===== src/rtl/lpe_ctrl_pkg.sv =====
package lpe_ctrl_pkg;

  // Width of the control state encoding
  localparam int STATE_W = 2;

  // Control states of the processing element
  typedef enum logic [STATE_W-1:0] {
    // Waiting for the first pair of a batch
    ST_IDLE = 2'd0,
    // Batch in progress
    ST_MAC  = 2'd1,
    // Result held until the sink takes it
    ST_END  = 2'd2,
    // One-cycle flush after an unaligned last flag
    ST_ERR  = 2'd3
  } lpe_state_e;

endpackage


===== src/rtl/lpe_data_pkg.sv =====
package lpe_data_pkg;

  // Signed operand width on the left and top streams
  localparam int OPERAND_W = 8;

  // The sum wraps at this accumulator width
  localparam int ACC_W = 24;

  // Pair count width and its saturation value
  localparam int COUNT_W   = 8;
  localparam int COUNT_MAX = 255;

  typedef logic signed [OPERAND_W-1:0] operand_t;

  typedef logic signed [ACC_W-1:0] acc_t;

  typedef logic [COUNT_W-1:0] count_t;

endpackage

===== src/rtl/lpe_top.sv =====
`timescale 1ns/100ps

module lpe_top (
  input  logic                   clk,
  input  logic                   rst,

  // Left operand stream
  input  logic                   l_valid,
  input  logic                   l_last,
  input  lpe_data_pkg::operand_t l_data,
  output logic                   l_ready,

  // Top operand stream
  input  logic                   t_valid,
  input  logic                   t_last,
  input  lpe_data_pkg::operand_t t_data,
  output logic                   t_ready,

  // Result stream
  output logic                   res_valid,
  input  logic                   res_ready,
  output lpe_data_pkg::acc_t     res_data,
  output lpe_data_pkg::count_t   res_count,

  // Unaligned last flags
  output logic                   err_unaligned
);

  logic                   l_buf_valid;
  lpe_data_pkg::operand_t l_buf_data;
  logic                   l_buf_last;

  logic                   t_buf_valid;
  lpe_data_pkg::operand_t t_buf_data;
  logic                   t_buf_last;

  logic                   pop;
  logic                   clear;

  // Left holding buffer
  lpe_operand_buf i_l_buf (
    .clk       (clk),
    .rst       (rst),
    .in_valid  (l_valid),
    .in_ready  (l_ready),
    .in_data   (l_data),
    .in_last   (l_last),
    .pop       (pop),
    .buf_valid (l_buf_valid),
    .buf_data  (l_buf_data),
    .buf_last  (l_buf_last)
  );

  // Top holding buffer
  lpe_operand_buf i_t_buf (
    .clk       (clk),
    .rst       (rst),
    .in_valid  (t_valid),
    .in_ready  (t_ready),
    .in_data   (t_data),
    .in_last   (t_last),
    .pop       (pop),
    .buf_valid (t_buf_valid),
    .buf_data  (t_buf_data),
    .buf_last  (t_buf_last)
  );

  lpe_ctrl_fsm i_fsm (
    .clk           (clk),
    .rst           (rst),
    .l_buf_valid   (l_buf_valid),
    .l_buf_last    (l_buf_last),
    .t_buf_valid   (t_buf_valid),
    .t_buf_last    (t_buf_last),
    .res_ready     (res_ready),
    .pop           (pop),
    .clear         (clear),
    .res_valid     (res_valid),
    .err_unaligned (err_unaligned)
  );

  // Pair count goes out with the result
  lpe_pair_counter i_counter (
    .clk   (clk),
    .rst   (rst),
    .inc   (pop),
    .clear (clear),
    .count (res_count)
  );

  lpe_mac i_mac (
    .clk    (clk),
    .rst    (rst),
    .acc_en (pop),
    .clear  (clear),
    .a      (l_buf_data),
    .b      (t_buf_data),
    .acc    (res_data)
  );

endmodule


===== src/rtl/lpe_mac.sv =====
`timescale 1ns/100ps

module lpe_mac (
  input  logic                   clk,
  input  logic                   rst,

  // Accumulate on a consumed pair
  input  logic                   acc_en,
  // Zero the partial sum
  input  logic                   clear,

  // Operands from the left and top buffers
  input  lpe_data_pkg::operand_t a,
  input  lpe_data_pkg::operand_t b,

  output lpe_data_pkg::acc_t     acc
);

  logic signed [2*lpe_data_pkg::OPERAND_W-1:0] product;
  lpe_data_pkg::acc_t                          product_ext;
  lpe_data_pkg::acc_t                          acc_q;

  // Full precision signed product
  assign product = a * b;

  // Sign extension up to accumulator width
  assign product_ext = lpe_data_pkg::acc_t'(product);

  // Sum wraps at the accumulator width
  always_ff @(posedge clk) begin
    if (rst || clear) begin
      acc_q <= '0;
    end else if (acc_en) begin
      acc_q <= acc_q + product_ext;
    end
  end

  assign acc = acc_q;

endmodule


===== src/rtl/lpe_pair_counter.sv =====
`timescale 1ns/100ps

module lpe_pair_counter (
  input  logic                 clk,
  input  logic                 rst,

  // One increment per consumed pair
  input  logic                 inc,
  // Start of a new batch
  input  logic                 clear,

  output lpe_data_pkg::count_t count
);

  lpe_data_pkg::count_t count_q;
  logic                 at_max;

  // No further counting once the saturation limit is reached
  assign at_max = (count_q == lpe_data_pkg::count_t'(lpe_data_pkg::COUNT_MAX));

  always_ff @(posedge clk) begin
    if (rst || clear) begin
      count_q <= '0;
    end else if (inc && !at_max) begin
      count_q <= count_q + 1'b1;
    end
  end

  assign count = count_q;

endmodule


===== src/rtl/lpe_ctrl_fsm.sv =====
`timescale 1ns/100ps

module lpe_ctrl_fsm (
  input  logic clk,
  input  logic rst,

  // Status of the two operand buffers
  input  logic l_buf_valid,
  input  logic l_buf_last,
  input  logic t_buf_valid,
  input  logic t_buf_last,

  // Sink side of the result stream
  input  logic res_ready,

  // Datapath controls
  output logic pop,
  output logic clear,

  // Result and error status
  output logic res_valid,
  output logic err_unaligned
);

  lpe_ctrl_pkg::lpe_state_e state;
  lpe_ctrl_pkg::lpe_state_e state_next;

  logic accepting;
  logic pair_present;
  logic both_last;
  logic one_last;
  logic res_done;

  // Pairs are only consumed while a batch can still grow
  assign accepting = (state == lpe_ctrl_pkg::ST_IDLE) ||
                     (state == lpe_ctrl_pkg::ST_MAC);

  assign pair_present = accepting && l_buf_valid && t_buf_valid;

  // Classification of the pair at the head of both buffers
  assign both_last = l_buf_last && t_buf_last;
  assign one_last  = l_buf_last ^ t_buf_last;

  // Result handshake completes
  assign res_done = (state == lpe_ctrl_pkg::ST_END) && res_ready;

  always_ff @(posedge clk) begin
    if (rst) begin
      state <= lpe_ctrl_pkg::ST_IDLE;
    end else begin
      state <= state_next;
    end
  end

  always_comb begin
    state_next = state;
    case (state)
      lpe_ctrl_pkg::ST_IDLE,
      lpe_ctrl_pkg::ST_MAC: begin
        if (pair_present) begin
          if (both_last) begin
            state_next = lpe_ctrl_pkg::ST_END;
          end else if (one_last) begin
            state_next = lpe_ctrl_pkg::ST_ERR;
          end else begin
            state_next = lpe_ctrl_pkg::ST_MAC;
          end
        end
      end
      lpe_ctrl_pkg::ST_END: begin
        // A new batch never starts on the handshake cycle
        if (res_ready) begin
          state_next = lpe_ctrl_pkg::ST_IDLE;
        end
      end
      lpe_ctrl_pkg::ST_ERR: begin
        state_next = lpe_ctrl_pkg::ST_IDLE;
      end
      default: begin
        state_next = lpe_ctrl_pkg::ST_IDLE;
      end
    endcase
  end

  // One pop drains both buffers and feeds MAC and counter
  assign pop = pair_present;

  // Sum and count restart after a delivered result or a flush
  assign clear = res_done || (state == lpe_ctrl_pkg::ST_ERR);

  assign res_valid     = (state == lpe_ctrl_pkg::ST_END);
  assign err_unaligned = (state == lpe_ctrl_pkg::ST_ERR);

endmodule


===== src/rtl/lpe_operand_buf.sv =====
`timescale 1ns/100ps

module lpe_operand_buf (
  input  logic                   clk,
  input  logic                   rst,

  // Operand stream from the source
  input  logic                   in_valid,
  output logic                   in_ready,
  input  lpe_data_pkg::operand_t in_data,
  input  logic                   in_last,

  // Held operand towards the FSM and the MAC
  input  logic                   pop,
  output logic                   buf_valid,
  output lpe_data_pkg::operand_t buf_data,
  output logic                   buf_last
);

  logic                   full;
  logic                   accept;
  lpe_data_pkg::operand_t data_q;
  logic                   last_q;

  // Free slot now, or the slot is vacated in this very cycle
  assign in_ready = !full || pop;
  assign accept   = in_valid && in_ready;

  // Occupancy bit
  always_ff @(posedge clk) begin
    if (rst) begin
      full <= 1'b0;
    end else if (accept) begin
      full <= 1'b1;
    end else if (pop) begin
      full <= 1'b0;
    end
  end

  // Payload is loaded only on an accepted transfer
  always_ff @(posedge clk) begin
    if (accept) begin
      data_q <= in_data;
      last_q <= in_last;
    end
  end

  assign buf_valid = full;
  assign buf_data  = data_q;
  assign buf_last  = last_q;

endmodule


===== config.mk =====
export PLATFORM = sky130hd
export DESIGN_NAME = lpe_top
export DESIGN_NICKNAME = d
export VERILOG_FILES = /design/src/rtl/lpe_ctrl_pkg.sv /design/src/rtl/lpe_data_pkg.sv /design/src/rtl/lpe_top.sv /design/src/rtl/lpe_mac.sv /design/src/rtl/lpe_pair_counter.sv /design/src/rtl/lpe_ctrl_fsm.sv /design/src/rtl/lpe_operand_buf.sv
export SDC_FILE = /design/constraint.sdc
export NUM_CORES = 1
export LEC_CHECK = 0
export BUFFER_PORTS_ARGS = -buffer_cell sky130_fd_sc_hd__buf_2
export CORE_UTILIZATION = 35
export CTS_BUF_LIST = sky130_fd_sc_hd__clkbuf_16
export DETAILED_ROUTE_END_ITERATION = 8
export GPL_ROUTABILITY_DRIVEN = 0
export GPL_TIMING_DRIVEN = 0
export PLACE_DENSITY = 0.57
export SLEW_MARGIN = 20
export SYNTH_ARGS = -nofsm -noshare
export SYNTH_HDL_FRONTEND = slang
export SYNTH_HIERARCHICAL = 1
export SYNTH_SLANG_ARGS = --single-unit

===== constraint.sdc =====
create_clock -name clk -period 6.2 [get_ports clk]
set_input_delay 0 -clock clk [delete_from_list [all_inputs] [get_ports clk]]
set_output_delay 0 -clock clk [all_outputs]
set_load 0.01 [all_outputs]

[Word level (Yosys, flattened, before mapping)]
Cells that the tools add are included.
Widths: inputs -> output; s select.
Word-level totals
  register bits after elaboration: 54
  input port bits: 23
  output and inout bits: 36
  word-level logic and storage cells: 47
Operators by class
  $add $sub $neg: 2
  multiplexer cells: 8
  equality and inequality tests: 6
  $mul: 1
  reductions and logical operators: 20
  bitwise logic cells: 1
Operators with widths (number)
  $add 24x16->24: 1
  $mul 8x8->16: 1
  $add 8x1->8 const B: 1
  $eq 8x8->1 const B: 1
  $mux 2: 4
  $logic_and 1x1->1: 7
  $pmux 2 s3: 1
  $logic_or 1x1->1: 5
  $eq 2x2->1 const B: 2
  $ne 2x1->1 const B: 2
  $reduce_bool 2->1: 2
  $logic_not 1->1: 3
  $mux 1: 3
  $eq 2x1->1 const B: 1
  $logic_not 2->1: 1
  $reduce_and 2->1: 1
  $reduce_or 2->1: 1
  $xor 1x1->1: 1

[Depth between registers and ports, before layout]
Gate-level depths: netlist of run 1.
  depth in word-level cells: 7
  mapped depth: 18
  gate-level depth less buffers: 18

[By module]
Netlist of run 1, hierarchy kept.
Modules (own cells, without submodules)
  lpe_mac: cells an instance 492, area each 4938.5 um2, times used 1
  lpe_operand_buf: cells an instance 14, area each 325.3 um2, times used 2
  lpe_pair_counter: cells an instance 44, area each 420.4 um2, times used 1
  lpe_ctrl_fsm: cells an instance 12, area each 108.9 um2, times used 1

[Worst setup path before layout of run 1]
Ideal clock, no wire load.
  kind: reg-to-reg
  start: reg i_t_buf.data_q[0] (netlist: i_t_buf/buf_data[0])
  end: reg i_mac.acc_q[22] (netlist: i_mac/acc[22])
  buffers on the path: 0
  required time: 6062 ps
  cell stages (with the launch flop): 17
  clock period less this slack: 5451 ps
  slack: 749 ps
  arrival: 5313 ps
  cells stage by stage: edfxtp_1 -> and2_1 -> inv_1 -> fa_1 -> inv_1 -> fa_1 -> fa_1 -> fa_1 -> fa_1 -> ha_1 -> a211oi_1 -> o21ai_1 -> a22oi_1 -> o21ai_1 -> o311ai_1 -> mux2i_1 -> o221ai_1
On the way
  cells in the longest elaborated chain, start to end: 2
Ends and longest elaborated chain
  start, declared: RTL line lpe_operand_buf.sv:22  | lpe_data_pkg::operand_t data_q;
  start signal, assigned: RTL line lpe_operand_buf.sv:43  | data_q <= in_data;
  $mul 8x8->16: RTL line lpe_mac.sv:24  | assign product = a * b;
  $add 24x16->24: RTL line lpe_mac.sv:34  | acc_q <= acc_q + product_ext;
  end signal, assigned: RTL line lpe_mac.sv:34
  end, declared: RTL line lpe_mac.sv:21  | lpe_data_pkg::acc_t acc_q;
Every way passes these cells.
A chain may end at the register's enable or synchronous reset.

[Final worst setup path of run 1]
  start: reg i_l_buf.data_q[7] (netlist: i_l_buf/buf_data[7])
  end: reg i_mac.acc_q[22] (netlist: i_mac/acc[22])
On the way
  cells in the longest elaborated chain, start to end: 2
Ends and longest elaborated chain (RTL line)
  start, declared: lpe_operand_buf.sv:22
  start signal, assigned: lpe_operand_buf.sv:43
  $mul 8x8->16: lpe_mac.sv:24
  $add 24x16->24: lpe_mac.sv:34
Every way passes these cells.

==> summary.md, run 1 <==
| Metric | Value |
|---|---|
| Clk slew on worst S/H paths | `80 ps` |
| Status | `completed` |
| Vias in the first global route | `4719` |
| Final TNS setup | `0 ps` |
| HP Class | `in2reg` |
| Max Clk Rate | `174.7 MHz` |
| GRT Residual Overflow | `0` |
| Peak VDD IR | `421.1 uV` |
| DP Worst Slack | `323.7 ps` |
| MaxCap Viol Count | `0` |
| CTS H-tree depth | `2` |
| Vias | `4364` |
| Largest net degree at the start of global routing | `18` |
| Antenna Violating Nets Remaining | `0` |
| Share of cells above drive strength 1 | `13.75%` |
| Synth Instances | `576` |
| Number of distinct library cells after synthesis | `61` |
| Clock power share | `7.6%` |
| Setup Viol. Count Final | `0` |
| Final nets | `843` |
| Ant diodes | `0` |
| DRC viols | `0` |
| Post-synthesis sequential area ratio | `20.61%` |
| 1st-iter DRT viols | `212` |
| Area of the core | `16820 um^2` |
| FILL cells | `1661` |
| Sequential Area | `1261 um^2` |
| FFs w/ async S/R, synth | `0%` |
| Mapped Area | `6118 um^2` |
| Final WL | `13.88 mm` |
| Critical Path Fanout Max | `16` |
| Vias/cell | `4.948` |
| DR WL/cell | `15.74 um` |
| Final hold violations | `0` |
| Int Pwr | `0.002064 W` |
| First-pass GRT wire length | `23.98 mm` |
| Yosys reg bits | `54` |
| Arrival @ worst endpoint | `5880 ps` |
| Post-synth EDFFs | `18` |
| Synth Area in Compound Gates | `9.980%` |
| Mux contribution to synthesized area | `2.290%` |
| Switching Share | `49.96%` |
| Synthesis-to-layout area growth | `15.21%` |
| Root Buffer | `clkbuf_16` |
| TritonCTS clock tree | `done` |
| CTS Buf Count | `5` |
| Placed Cells | `854` |
| Worst Slack Setup Final | `475.8 ps` |
| Fin util | `41.91%` |
| Post-Layout Cell Count | `882` |
| Chip width | `134.2 um` |
| Pleak | `3.307 nW` |
| Adder and majority cell fraction of the synthesized area | `45.28%` |
| Worst rel slew slack | `35.43%` |
| Simple-gate share of the synthesized area | `13.58%` |
| Syn nets | `758` |
| Sw power | `0.002061 W` |
| Yosys warning total | `6` |
| Starting Density | `36.38%` |
| HPWL after DPL | `11.37 mm` |
| Sequential power share | `12.1%` |
| Post-route design area | `7049 um^2` |
| Combinational power share | `80.3%` |
| IO Port Bufs | `58` |
| Slew @ Worst Pin | `968.6 ps` |
| Initial antenna violation count | `0` |
| WP data required | `6360 ps` |
| Critical Path Sink Type | `flop` |
| Period utilization | `92.33%` |
| Unrepaired setup endpoints after global routing | `no` |
| Clock latency on the worst-skew pair | `300 ps` |
| Post-CTS Setup Inserts | `0` |
| Number of iterations in the first detailed-routing pass | `4` |
| Gr usage total | `16.87%` |
| CTS sink count | `54` |
| Full die area | `18010 um^2` |
| Top_reg_cell synth | `dfxtp_1` |
| Row count | `47` |
| CP startpoint kind | `flop` |
| Die Height | `134.2 um` |
| Final-report max-slew violation count | `0` |
| Mean Syn Cell Area | `10.62 um^2` |
| Placement Cell Area | `6685 um^2` |
| Pwr/cell area | `585.1 nW/um^2` |
| Final worst path period need | `5724 ps` |
| XOR/XNOR share of the synthesized area | `2.434%` |
| Setup CP Type | `reg2reg` |
| Largest family of logic cells by synthesized area | `adder cells` |
| Max Root-Sink Buffers | `2` |
| Clock skew | `7.806 ps` |
| Area of the multi-input gates | `4503 um^2` |
| I/O Pins | `59` |
[worst max-delay path: stages (launching register included)]
cell,delay [ps]
edfxtp_1,520
and2_1,820
fa_1,570
fa_1,540
fa_1,440
fa_1,500
ha_1,310
ha_1,370
a21oi_1,170
o21ai_0,190
a22oi_1,300
o21ai_1,120
o311ai_1,340
mux2i_1,270
o221ai_1,140
[logic make-up after synthesis]
kind of cell / after synthesis
AO/OA/AOI/OAI: 83
multiplexers: 14
flip-flops: 54
XOR/XNOR: 17
buffers and inverters: 93
AND/OR/NAND/NOR: 156
adder cells (fa/ha/maj): 159
[power by group through the flow]
stage / clock network [W] / registers [W] / logic [W]
2_1_floorplan: 0 / 0.000502 / 0.00261
3_3_place_gp: 0 / 0.000513 / 0.00325
3_5_place_dp: 0 / 0.000513 / 0.00331
4_1_cts: 0.000322 / 0.000505 / 0.00335
5_1_grt: 0.000338 / 0.000514 / 0.00379
6_report: 0.000313 / 0.000500 / 0.00331
[Yosys cell counts, drive strengths merged, types with 12 or more instances]
| cell | count | share of area (%) |
|---|---|---|
| fa | 104 | 34 |
| inv | 86 | 5.3 |
| ha | 55 | 11 |
| and2 | 39 | 4.1 |
| nand2 | 38 | 2.3 |
| dfxtp | 36 | 12 |
| nor2 | 33 | 2.1 |
| a21oi | 19 | 1.7 |
| edfxtp | 18 | 8.8 |
| o21ai | 16 | 1.3 |
| mux2i | 14 | 2.3 |
| xnor2 | 12 | 1.7 |
[repair_timing]
action | 4_1_cts | 5_1_grt
endpoints found under the hold margin | 20 | 0
gates resized for setup | 0 | 1
hold buffers | 20 | 0
endpoints found under the setup margin | 0 | 1
[state kept, by name, indices dropped and copies added (netlist names)]
| name | count |
|---|---|
| i_l_buf/buf_last | 1 |
| i_t_buf/buf_valid | 1 |
| i_t_buf/buf_last | 1 |
| i_mac/acc | 24 |
| i_l_buf/buf_data | 8 |
| i_t_buf/buf_data | 8 |
| i_counter/count | 8 |
| i_fsm/state | 2 |
| i_l_buf/buf_valid | 1 |
[routing by layer]
| metal | vias up | GRT usage (%) | wire length, um |
|---|---|---|---|
| li1 | 2083 | - | - |
| met1 | 2199 | 23.54 | 6648 |
| met2 | 75 | 28.18 | 6700 |
| met3 | 7 | 2.419 | 449 |
| met4 | 0 | 2.684 | 84 |
| met5 | - | 0 | 0 |
[cells in the final DEF, fill, tap and decap left out, drive strengths merged, types with 9 or more instances in the layout]
| master | n |
|---|---|
| clkbuf | 11 |
| and2 | 39 |
| dfxtp | 36 |
| ha | 55 |
| nand2 | 38 |
| a21oi | 19 |
| mux2i | 14 |
| xnor2 | 12 |
| inv | 87 |
| nor2 | 33 |
| o21ai | 16 |
| fa | 104 |
| a211oi | 9 |
| dlygate4sd3 | 20 |
| nand3 | 9 |
| buf | 59 |
| edfxtp | 18 |
[path summary, 6_finish.rpt]
path | slack (ps) | from | to | depth (start not counted)
setup reg to reg | 480 | i_l_buf/buf_data[7] | i_mac/acc[22] | 14
hold / removal | 60 | rst | i_t_buf/buf_valid | 2
setup / recovery | 480 | i_l_buf/buf_data[7] | i_mac/acc[22] | 14
hold reg to reg | 490 | i_fsm/state[1] | i_fsm/state[0] | 1
[stage by stage]
stage | hold WS (ps) | power, W
floorplan | 62.44 | 0.003113
global placement | 178.0 | 0.003762
detailed placement | 178.1 | 0.003826
CTS | 43.16 | 0.004177
global route | 62.21 | 0.004644
finish | 57.94 | 0.004125
[final cells by class]
| type | instances | share of cell area (%) |
|---|---|---|
| clock buffer | 6 | 2.130 |
| buffer | 6 | 0.4260 |
| tap | 220 | 3.905 |
| inverter | 87 | 4.633 |
| multi-input combinational | 429 | 63.88 |
| clock inverter | 2 | 0.1775 |
| sequential | 54 | 17.89 |
| timing repair buffer | 78 | 6.958 |
(Power assumes the default switching activity.)
==> inputs of run 2 (changes only) <==
--- a/config.mk
+++ b/config.mk
@@ -6,6 +6,7 @@
 export NUM_CORES = 1
 export LEC_CHECK = 0
 export BUFFER_PORTS_ARGS = -buffer_cell sky130_fd_sc_hd__buf_2
+export CORE_MARGIN = 5
 export CORE_UTILIZATION = 35
 export CTS_BUF_LIST = sky130_fd_sc_hd__clkbuf_16
 export DETAILED_ROUTE_END_ITERATION = 8
==> summary.md, run 2 (synthesis results as in run 1) <==
| Metric | Value |
|---|---|
| DR WL/cell | `15.71 um (-0.17%)` |
| DRC viols | `0 (unchanged)` |
| Period utilization | `91.78% (-0.54 points)` |
| Vias/cell | `4.955 (+0.14%)` |
| Die Height | `142.2 um (+6.0%)` |
| Final nets | `843 (unchanged)` |
| Setup CP Type | `reg2reg` |
| Critical Path Fanout Max | `16 (unchanged)` |
| I/O Pins | `59 (unchanged)` |
| MaxCap Viol Count | `0 (unchanged)` |
| Sequential power share | `12.0% (about the same)` |
| Max Clk Rate | `175.7 MHz (+0.59%)` |
| Largest net degree at the start of global routing | `18 (unchanged)` |
| Int Pwr | `0.002061 W (-0.16%)` |
| 1st-iter DRT viols | `198 (-6.6%)` |
| Final hold violations | `0 (unchanged)` |
| Synthesis-to-layout area growth | `15.32% (about the same)` |
| CTS H-tree depth | `2 (unchanged)` |
| HP Class | `in2reg` |
| Critical Path Sink Type | `flop` |
| Clock skew | `6.351 ps (-1.455 ps)` |
| Gr usage total | `14.82% (-2.0 points)` |
| Clock power share | `7.5% (about the same)` |
| CTS sink count | `54 (unchanged)` |
| Sw power | `0.002092 W (+1.5%)` |
| Row count | `48 (+2.1%)` |
| Placement Cell Area | `6691 um^2 (about the same)` |
| Final worst path period need | `5690 ps (-33.77 ps)` |
| Ant diodes | `0 (unchanged)` |
| Clk slew on worst S/H paths | `80 ps (about the same)` |
| IO Port Bufs | `58 (unchanged)` |
| TritonCTS clock tree | `done` |
| Final-report max-slew violation count | `0 (unchanged)` |
| Initial antenna violation count | `0 (unchanged)` |
| Pleak | `3.307 nW (unchanged)` |
| Unrepaired setup endpoints after global routing | `no` |
| Peak VDD IR | `430.9 uV (+2.3%)` |
| First-pass GRT wire length | `24.36 mm (+1.6%)` |
| Worst rel slew slack | `36.28% (+0.85 points)` |
| Share of cells above drive strength 1 | `13.75% (unchanged)` |
| CP startpoint kind | `flop` |
| CTS Buf Count | `5 (unchanged)` |
| Final WL | `13.94 mm (+0.40%)` |
| Setup Viol. Count Final | `0 (unchanged)` |
| Max Root-Sink Buffers | `2 (unchanged)` |
| Status | `completed` |
| Clock latency on the worst-skew pair | `300 ps (about the same)` |
| Most common cell after layout, fill and taps aside | `fa_1` |
| Vias | `4395 (+0.71%)` |
| Antenna Violating Nets Remaining | `0 (unchanged)` |
| Final TNS setup | `0 ps (unchanged)` |
| Number of iterations in the first detailed-routing pass | `4 (unchanged)` |
| GRT Residual Overflow | `0 (unchanged)` |
| Area of the core | `17240 um^2 (+2.5%)` |
| Vias in the first global route | `4990 (+5.7%)` |
| Root Buffer | `clkbuf_16` |
| Full die area | `20230 um^2 (+12%)` |
| Pwr/cell area | `588.6 nW/um^2 (+0.59%)` |
| Arrival @ worst endpoint | `5850 ps (-30 ps)` |
| Starting Density | `35.50% (-0.88 points)` |
| Max FFs per register | `24 (unchanged)` |
| Switching Share | `50.37% (+0.42 points)` |
| Commonest non-fill, non-tap cells in the layout | `fa_1 (104), inv_1 (86), buf_2 (58)` |
| Combinational power share | `80.4% (about the same)` |
| Chip width | `142.2 um (+6.0%)` |
| WP data required | `6350 ps (about the same)` |
| HPWL after DPL | `11.64 mm (+2.4%)` |
| Post-route design area | `7056 um^2 (about the same)` |
| Slew @ Worst Pin | `955.9 ps (-12.69 ps)` |
| FILL cells | `1673 (+0.72%)` |
-- run 2: cell counts in the layout (fill, tap and decap cells not counted) --
No cell type changed its count.
-- run 2: area by class of cell --
cell class | instances | area, um^2 | share of cell area (%)
clock inverter | 2 | 12.51 | 0.1773
multi-input combinational | 429 | 4503 | 63.82
tap | 225 | 281.5 | 3.990
buffer | 6 | 30.03 | 0.4256
clock buffer | 6 | 150.1 | 2.128
sequential | 54 | 1261 | 17.88
inverter | 87 | 326.6 | 4.628
timing repair buffer | 78 | 490.5 | 6.952
-- run 2: stage by stage --
step | hold slack [ps] | cells | utilization (%) | power (W) | setup WS (ps)
after floorplan | 62.44 | 576 | - | 0.003113 | 748.9
after global placement | 176.6 | 859 | 38.81 | 0.003770 | 15.56
after detailed placement | 178.1 | 859 | 38.82 | 0.003859 | 387.9
after CTS | 30.97 | 887 | 40.93 | 0.004216 | 338.4
after global routing | 57.67 | 887 | 40.93 | 0.004675 | 125.8
final | 40.03 | 887 | 40.93 | 0.004153 | 509.5
-- run 2: layer usage --
layer	vias up	global-route usage, %	wire (um)
met5	-	0	0
li1	2086	-	-
met4	0	2.879	166
met1	2221	19.72	6395
met3	12	2.251	461
met2	76	25.84	6913
-- run 2: power groups by stage --
stage / clock, W / combinational, W / sequential, W
4_1_cts: 0.000323 / 0.00339 / 0.000504
6_report: 0.000313 / 0.00334 / 0.000500
5_1_grt: 0.000338 / 0.00383 / 0.000511
2_1_floorplan: 0 / 0.00261 / 0.000502
3_5_place_dp: 0 / 0.00335 / 0.000512
3_3_place_gp: 0 / 0.00326 / 0.000512
-- run 2: critical path, cell delays in order (launching register included) --
cell and delay (ps):
edfxtp_1 520, and2_1 810, fa_1 570, fa_1 530
fa_1 440, fa_1 510, ha_1 310, ha_1 360
a21oi_1 200, o21ai_0 190, a22oi_1 270, o21ai_1 120
o311ai_1 310, mux2i_1 250, o221ai_1 140
-- run 2: repair_timing --
| action | 4_1_cts | 5_1_grt |
|---|---|---|
| setup endpoints to repair | 0 | 1 |
| hold endpoints to repair | 20 | 0 |
| hold buffers | 20 | 0 |
| setup buffers | 0 | 0 |
| gates resized for setup | 0 | 1 |
-- run 2: worst paths after layout --
kind	start	end	slack [ps]	cells past startpoint
max reg2reg	i_l_buf/buf_data[7]	i_mac/acc[22]	510	14
min reg2reg	i_fsm/state[1]	i_fsm/state[0]	480	1
min	rst	i_t_buf/buf_valid	40	2
max	i_l_buf/buf_data[7]	i_mac/acc[22]	510	14
==> inputs of run 3 (changes only) <==
--- a/config.mk
+++ b/config.mk
@@ -13,6 +13,7 @@
 export GPL_ROUTABILITY_DRIVEN = 0
 export GPL_TIMING_DRIVEN = 0
 export PLACE_DENSITY = 0.57
+export RECOVER_POWER = 50
 export SLEW_MARGIN = 20
 export SYNTH_ARGS = -nofsm -noshare
 export SYNTH_HDL_FRONTEND = slang
==> summary.md, run 3 (synthesis results as in run 1) <==
| Metric | Value |
|---|---|
| WP buf/inv | `0 (unchanged)` |
| Max Clk Rate | `175.5 MHz (-0.14%)` |
| Final hold violations | `0 (unchanged)` |
| 1st-iter DRT viols | `188 (-5.1%)` |
| Row count | `48 (unchanged)` |
| First-pass GRT wire length | `24.36 mm (unchanged)` |
| FILL cells | `1698 (+1.5%)` |
| HPWL after DPL | `11.64 mm (unchanged)` |
| Chip width | `142.2 um (unchanged)` |
| Clock latency on the worst-skew pair | `300 ps (about the same)` |
| Commonest non-fill, non-tap cells in the layout | `fa_1 (104), inv_1 (86), ha_1 (55)` |
| CTS H-tree depth | `2 (unchanged)` |
| Ant diodes | `0 (unchanged)` |
| Share of cells above drive strength 1 | `8.308% (-5.4 points)` |
| WP data required | `6360 ps (about the same)` |
| Setup Viol. Count Final | `0 (unchanged)` |
| Kind of cell adding the most delay to the critical path | `adder cells` |
| Post-Layout Cell Count | `887 (unchanged)` |
| Clk slew on worst S/H paths | `80 ps (about the same)` |
| Final TNS setup | `0 ps (unchanged)` |
| Full die area | `20230 um^2 (unchanged)` |
| Most common cell on crit path | `fa_1` |
| Min-Delay Startpoint | `rst` |
| Worst path cell trace | `and2_1, fa_1, fa_1, fa_1, fa_1, ha_1, ha_1, a21oi_1, o21ai_0, a22oi_1, o21ai_1, o311ai_1, mux2i_1, o221ai_1` |
| WHS Endpoint | `i_l_buf/buf_valid` |
| Setup slack, reg-to-reg | `500 ps (about the same)` |
| TritonCTS clock tree | `done` |
| Vias/cell | `4.962 (+0.14%)` |
| Starting Density | `35.50% (unchanged)` |
| Area of the core | `17240 um^2 (unchanged)` |
| IO Port Bufs | `58 (unchanged)` |
| Root Buffer | `clkbuf_16` |
| Max FFs per register | `24 (unchanged)` |
| Pleak | `3.157 nW (-4.5%)` |
| Vias | `4401 (+0.14%)` |
| Slew @ Worst Pin | `958.4 ps (+2.542 ps)` |
| Clock skew | `6.029 ps (-0.3216 ps)` |
| Final worst path period need | `5699 ps (+8.228 ps)` |
| Initial antenna violation count | `0 (unchanged)` |
| CTS Buf Count | `5 (unchanged)` |
| Worst rel slew slack | `36.11% (-0.17 points)` |
| Largest net degree at the start of global routing | `18 (unchanged)` |
| Setup CP Type | `reg2reg` |
| Final-report max-slew violation count | `0 (unchanged)` |
| Synthesis-to-layout area growth | `14.52%` |
| Antenna Violating Nets Remaining | `0 (unchanged)` |
| CTS sink count | `54 (unchanged)` |
| Critical-path top delay cell | `and2_1` |
| I/O Pins | `59 (unchanged)` |
| Pwr/cell area | `592.6 nW/um^2 (+0.68%)` |
| Vias in the first global route | `4990 (unchanged)` |
| Unrepaired setup endpoints after global routing | `no` |
| Most common cell after layout, fill and taps aside | `fa_1` |
| Fin util | `40.65% (-0.28 points)` |
| Gr usage total | `14.82% (unchanged)` |
| Die Height | `142.2 um (unchanged)` |
| Max Root-Sink Buffers | `2 (unchanged)` |
| DR WL/cell | `15.69 um (-0.11%)` |
| Final WL | `13.92 mm (-0.11%)` |
| Number of iterations in the first detailed-routing pass | `4 (unchanged)` |
| Reg-to-reg endpoint | `i_mac/acc[22]` |
| Critical Path Sink Type | `flop` |
| Post-CTS Setup Inserts | `0 (unchanged)` |
| Worst stage delay on the critical path | `810 ps (about the same)` |
| CP startpoint kind | `flop` |
| Critical Path Fanout Max | `16 (unchanged)` |
| Placed Cells | `859 (unchanged)` |
| Hold depth | `2 (unchanged)` |
| R2r worst-path depth | `14 (unchanged)` |
| HP Class | `in2reg` |
| Peak VDD IR | `430.6 uV (about the same)` |
| FF-to-FF Start | `i_l_buf/buf_data[7]` |
| Arrival @ worst endpoint | `5850 ps (about the same)` |
| Status | `completed` |
| Worst hold slack | `25.54 ps (-14.49 ps)` |
| MaxCap Viol Count | `0 (unchanged)` |
| Period utilization | `91.91% (+0.13 points)` |
| GRT Residual Overflow | `0 (unchanged)` |
| DRC viols | `0 (unchanged)` |
| Final nets | `843 (unchanged)` |
==> run 3: changes by cell type in the layout (fill, tap and decap cells not counted) <==
cell,before,now
clkbuf_1,5,40
buf_2,58,23
a211oi_1,5,6
a211oi_2,4,3
==> run 3: cell type report <==
class	instances	area, um^2	share of cell area (%)
buffer	6	30.03	0.4286
clock buffer	6	150.1	2.143
clock inverter	2	12.51	0.1786
inverter	87	326.6	4.661
multi-input combinational	429	4498	64.20
sequential	54	1261	18.00
tap	225	281.5	4.018
timing repair buffer	78	446.7	6.375
==> run 3: worst max path at each step <==
| stage | from | to | slack, ps | cells after the start |
|---|---|---|---|---|
| after floorplan | i_t_buf/buf_data[0] | i_mac/acc[22] | 750 | 16 |
| after global placement | i_l_buf/buf_data[7] | i_mac/acc[22] | 20 | 16 |
| after detailed placement | i_l_buf/buf_data[7] | i_mac/acc[22] | 390 | 16 |
| after CTS | i_l_buf/buf_data[7] | i_mac/acc[22] | 340 | 16 |
| after global routing | i_l_buf/buf_data[7] | i_mac/acc[22] | 130 | 14 |
| final | i_l_buf/buf_data[7] | i_mac/acc[22] | 500 | 14 |
==> run 3: stage by stage <==
step                setup slack [ps]  power (W)  area [um^2]
detailed placement             387.9   0.003859         6691
floorplan                      748.9   0.003113         6118
CTS                            338.4   0.004216         7054
finish                         501.3   0.004152         7007
global placement               15.56   0.003770         6690
global route                   125.8   0.004665         7007
==> run 3: routing by layer <==
layer	up-vias	track usage, %	part of all wire (%)
li1	2082	-	-
met2	70	25.84	50
met1	2235	19.72	46
met3	14	2.251	2.8
met5	-	0	0
met4	0	2.879	1.2
==> run 3: repair_timing <==
action                     in CTS  in global routing
resized for setup               0                  1
setup endpoints to repair       0                  1
hold buffers                   20                  0
hold endpoints to repair       20                  0
==> run 3: report_power, final <==
group,total [W],internal (W),switching (W)
clock network,0.000313,0.000175,0.000138
registers,0.000502,0.000421,0.0000803
logic,0.00334,0.00145,0.00188
total,0.00415,0.00205,0.00210
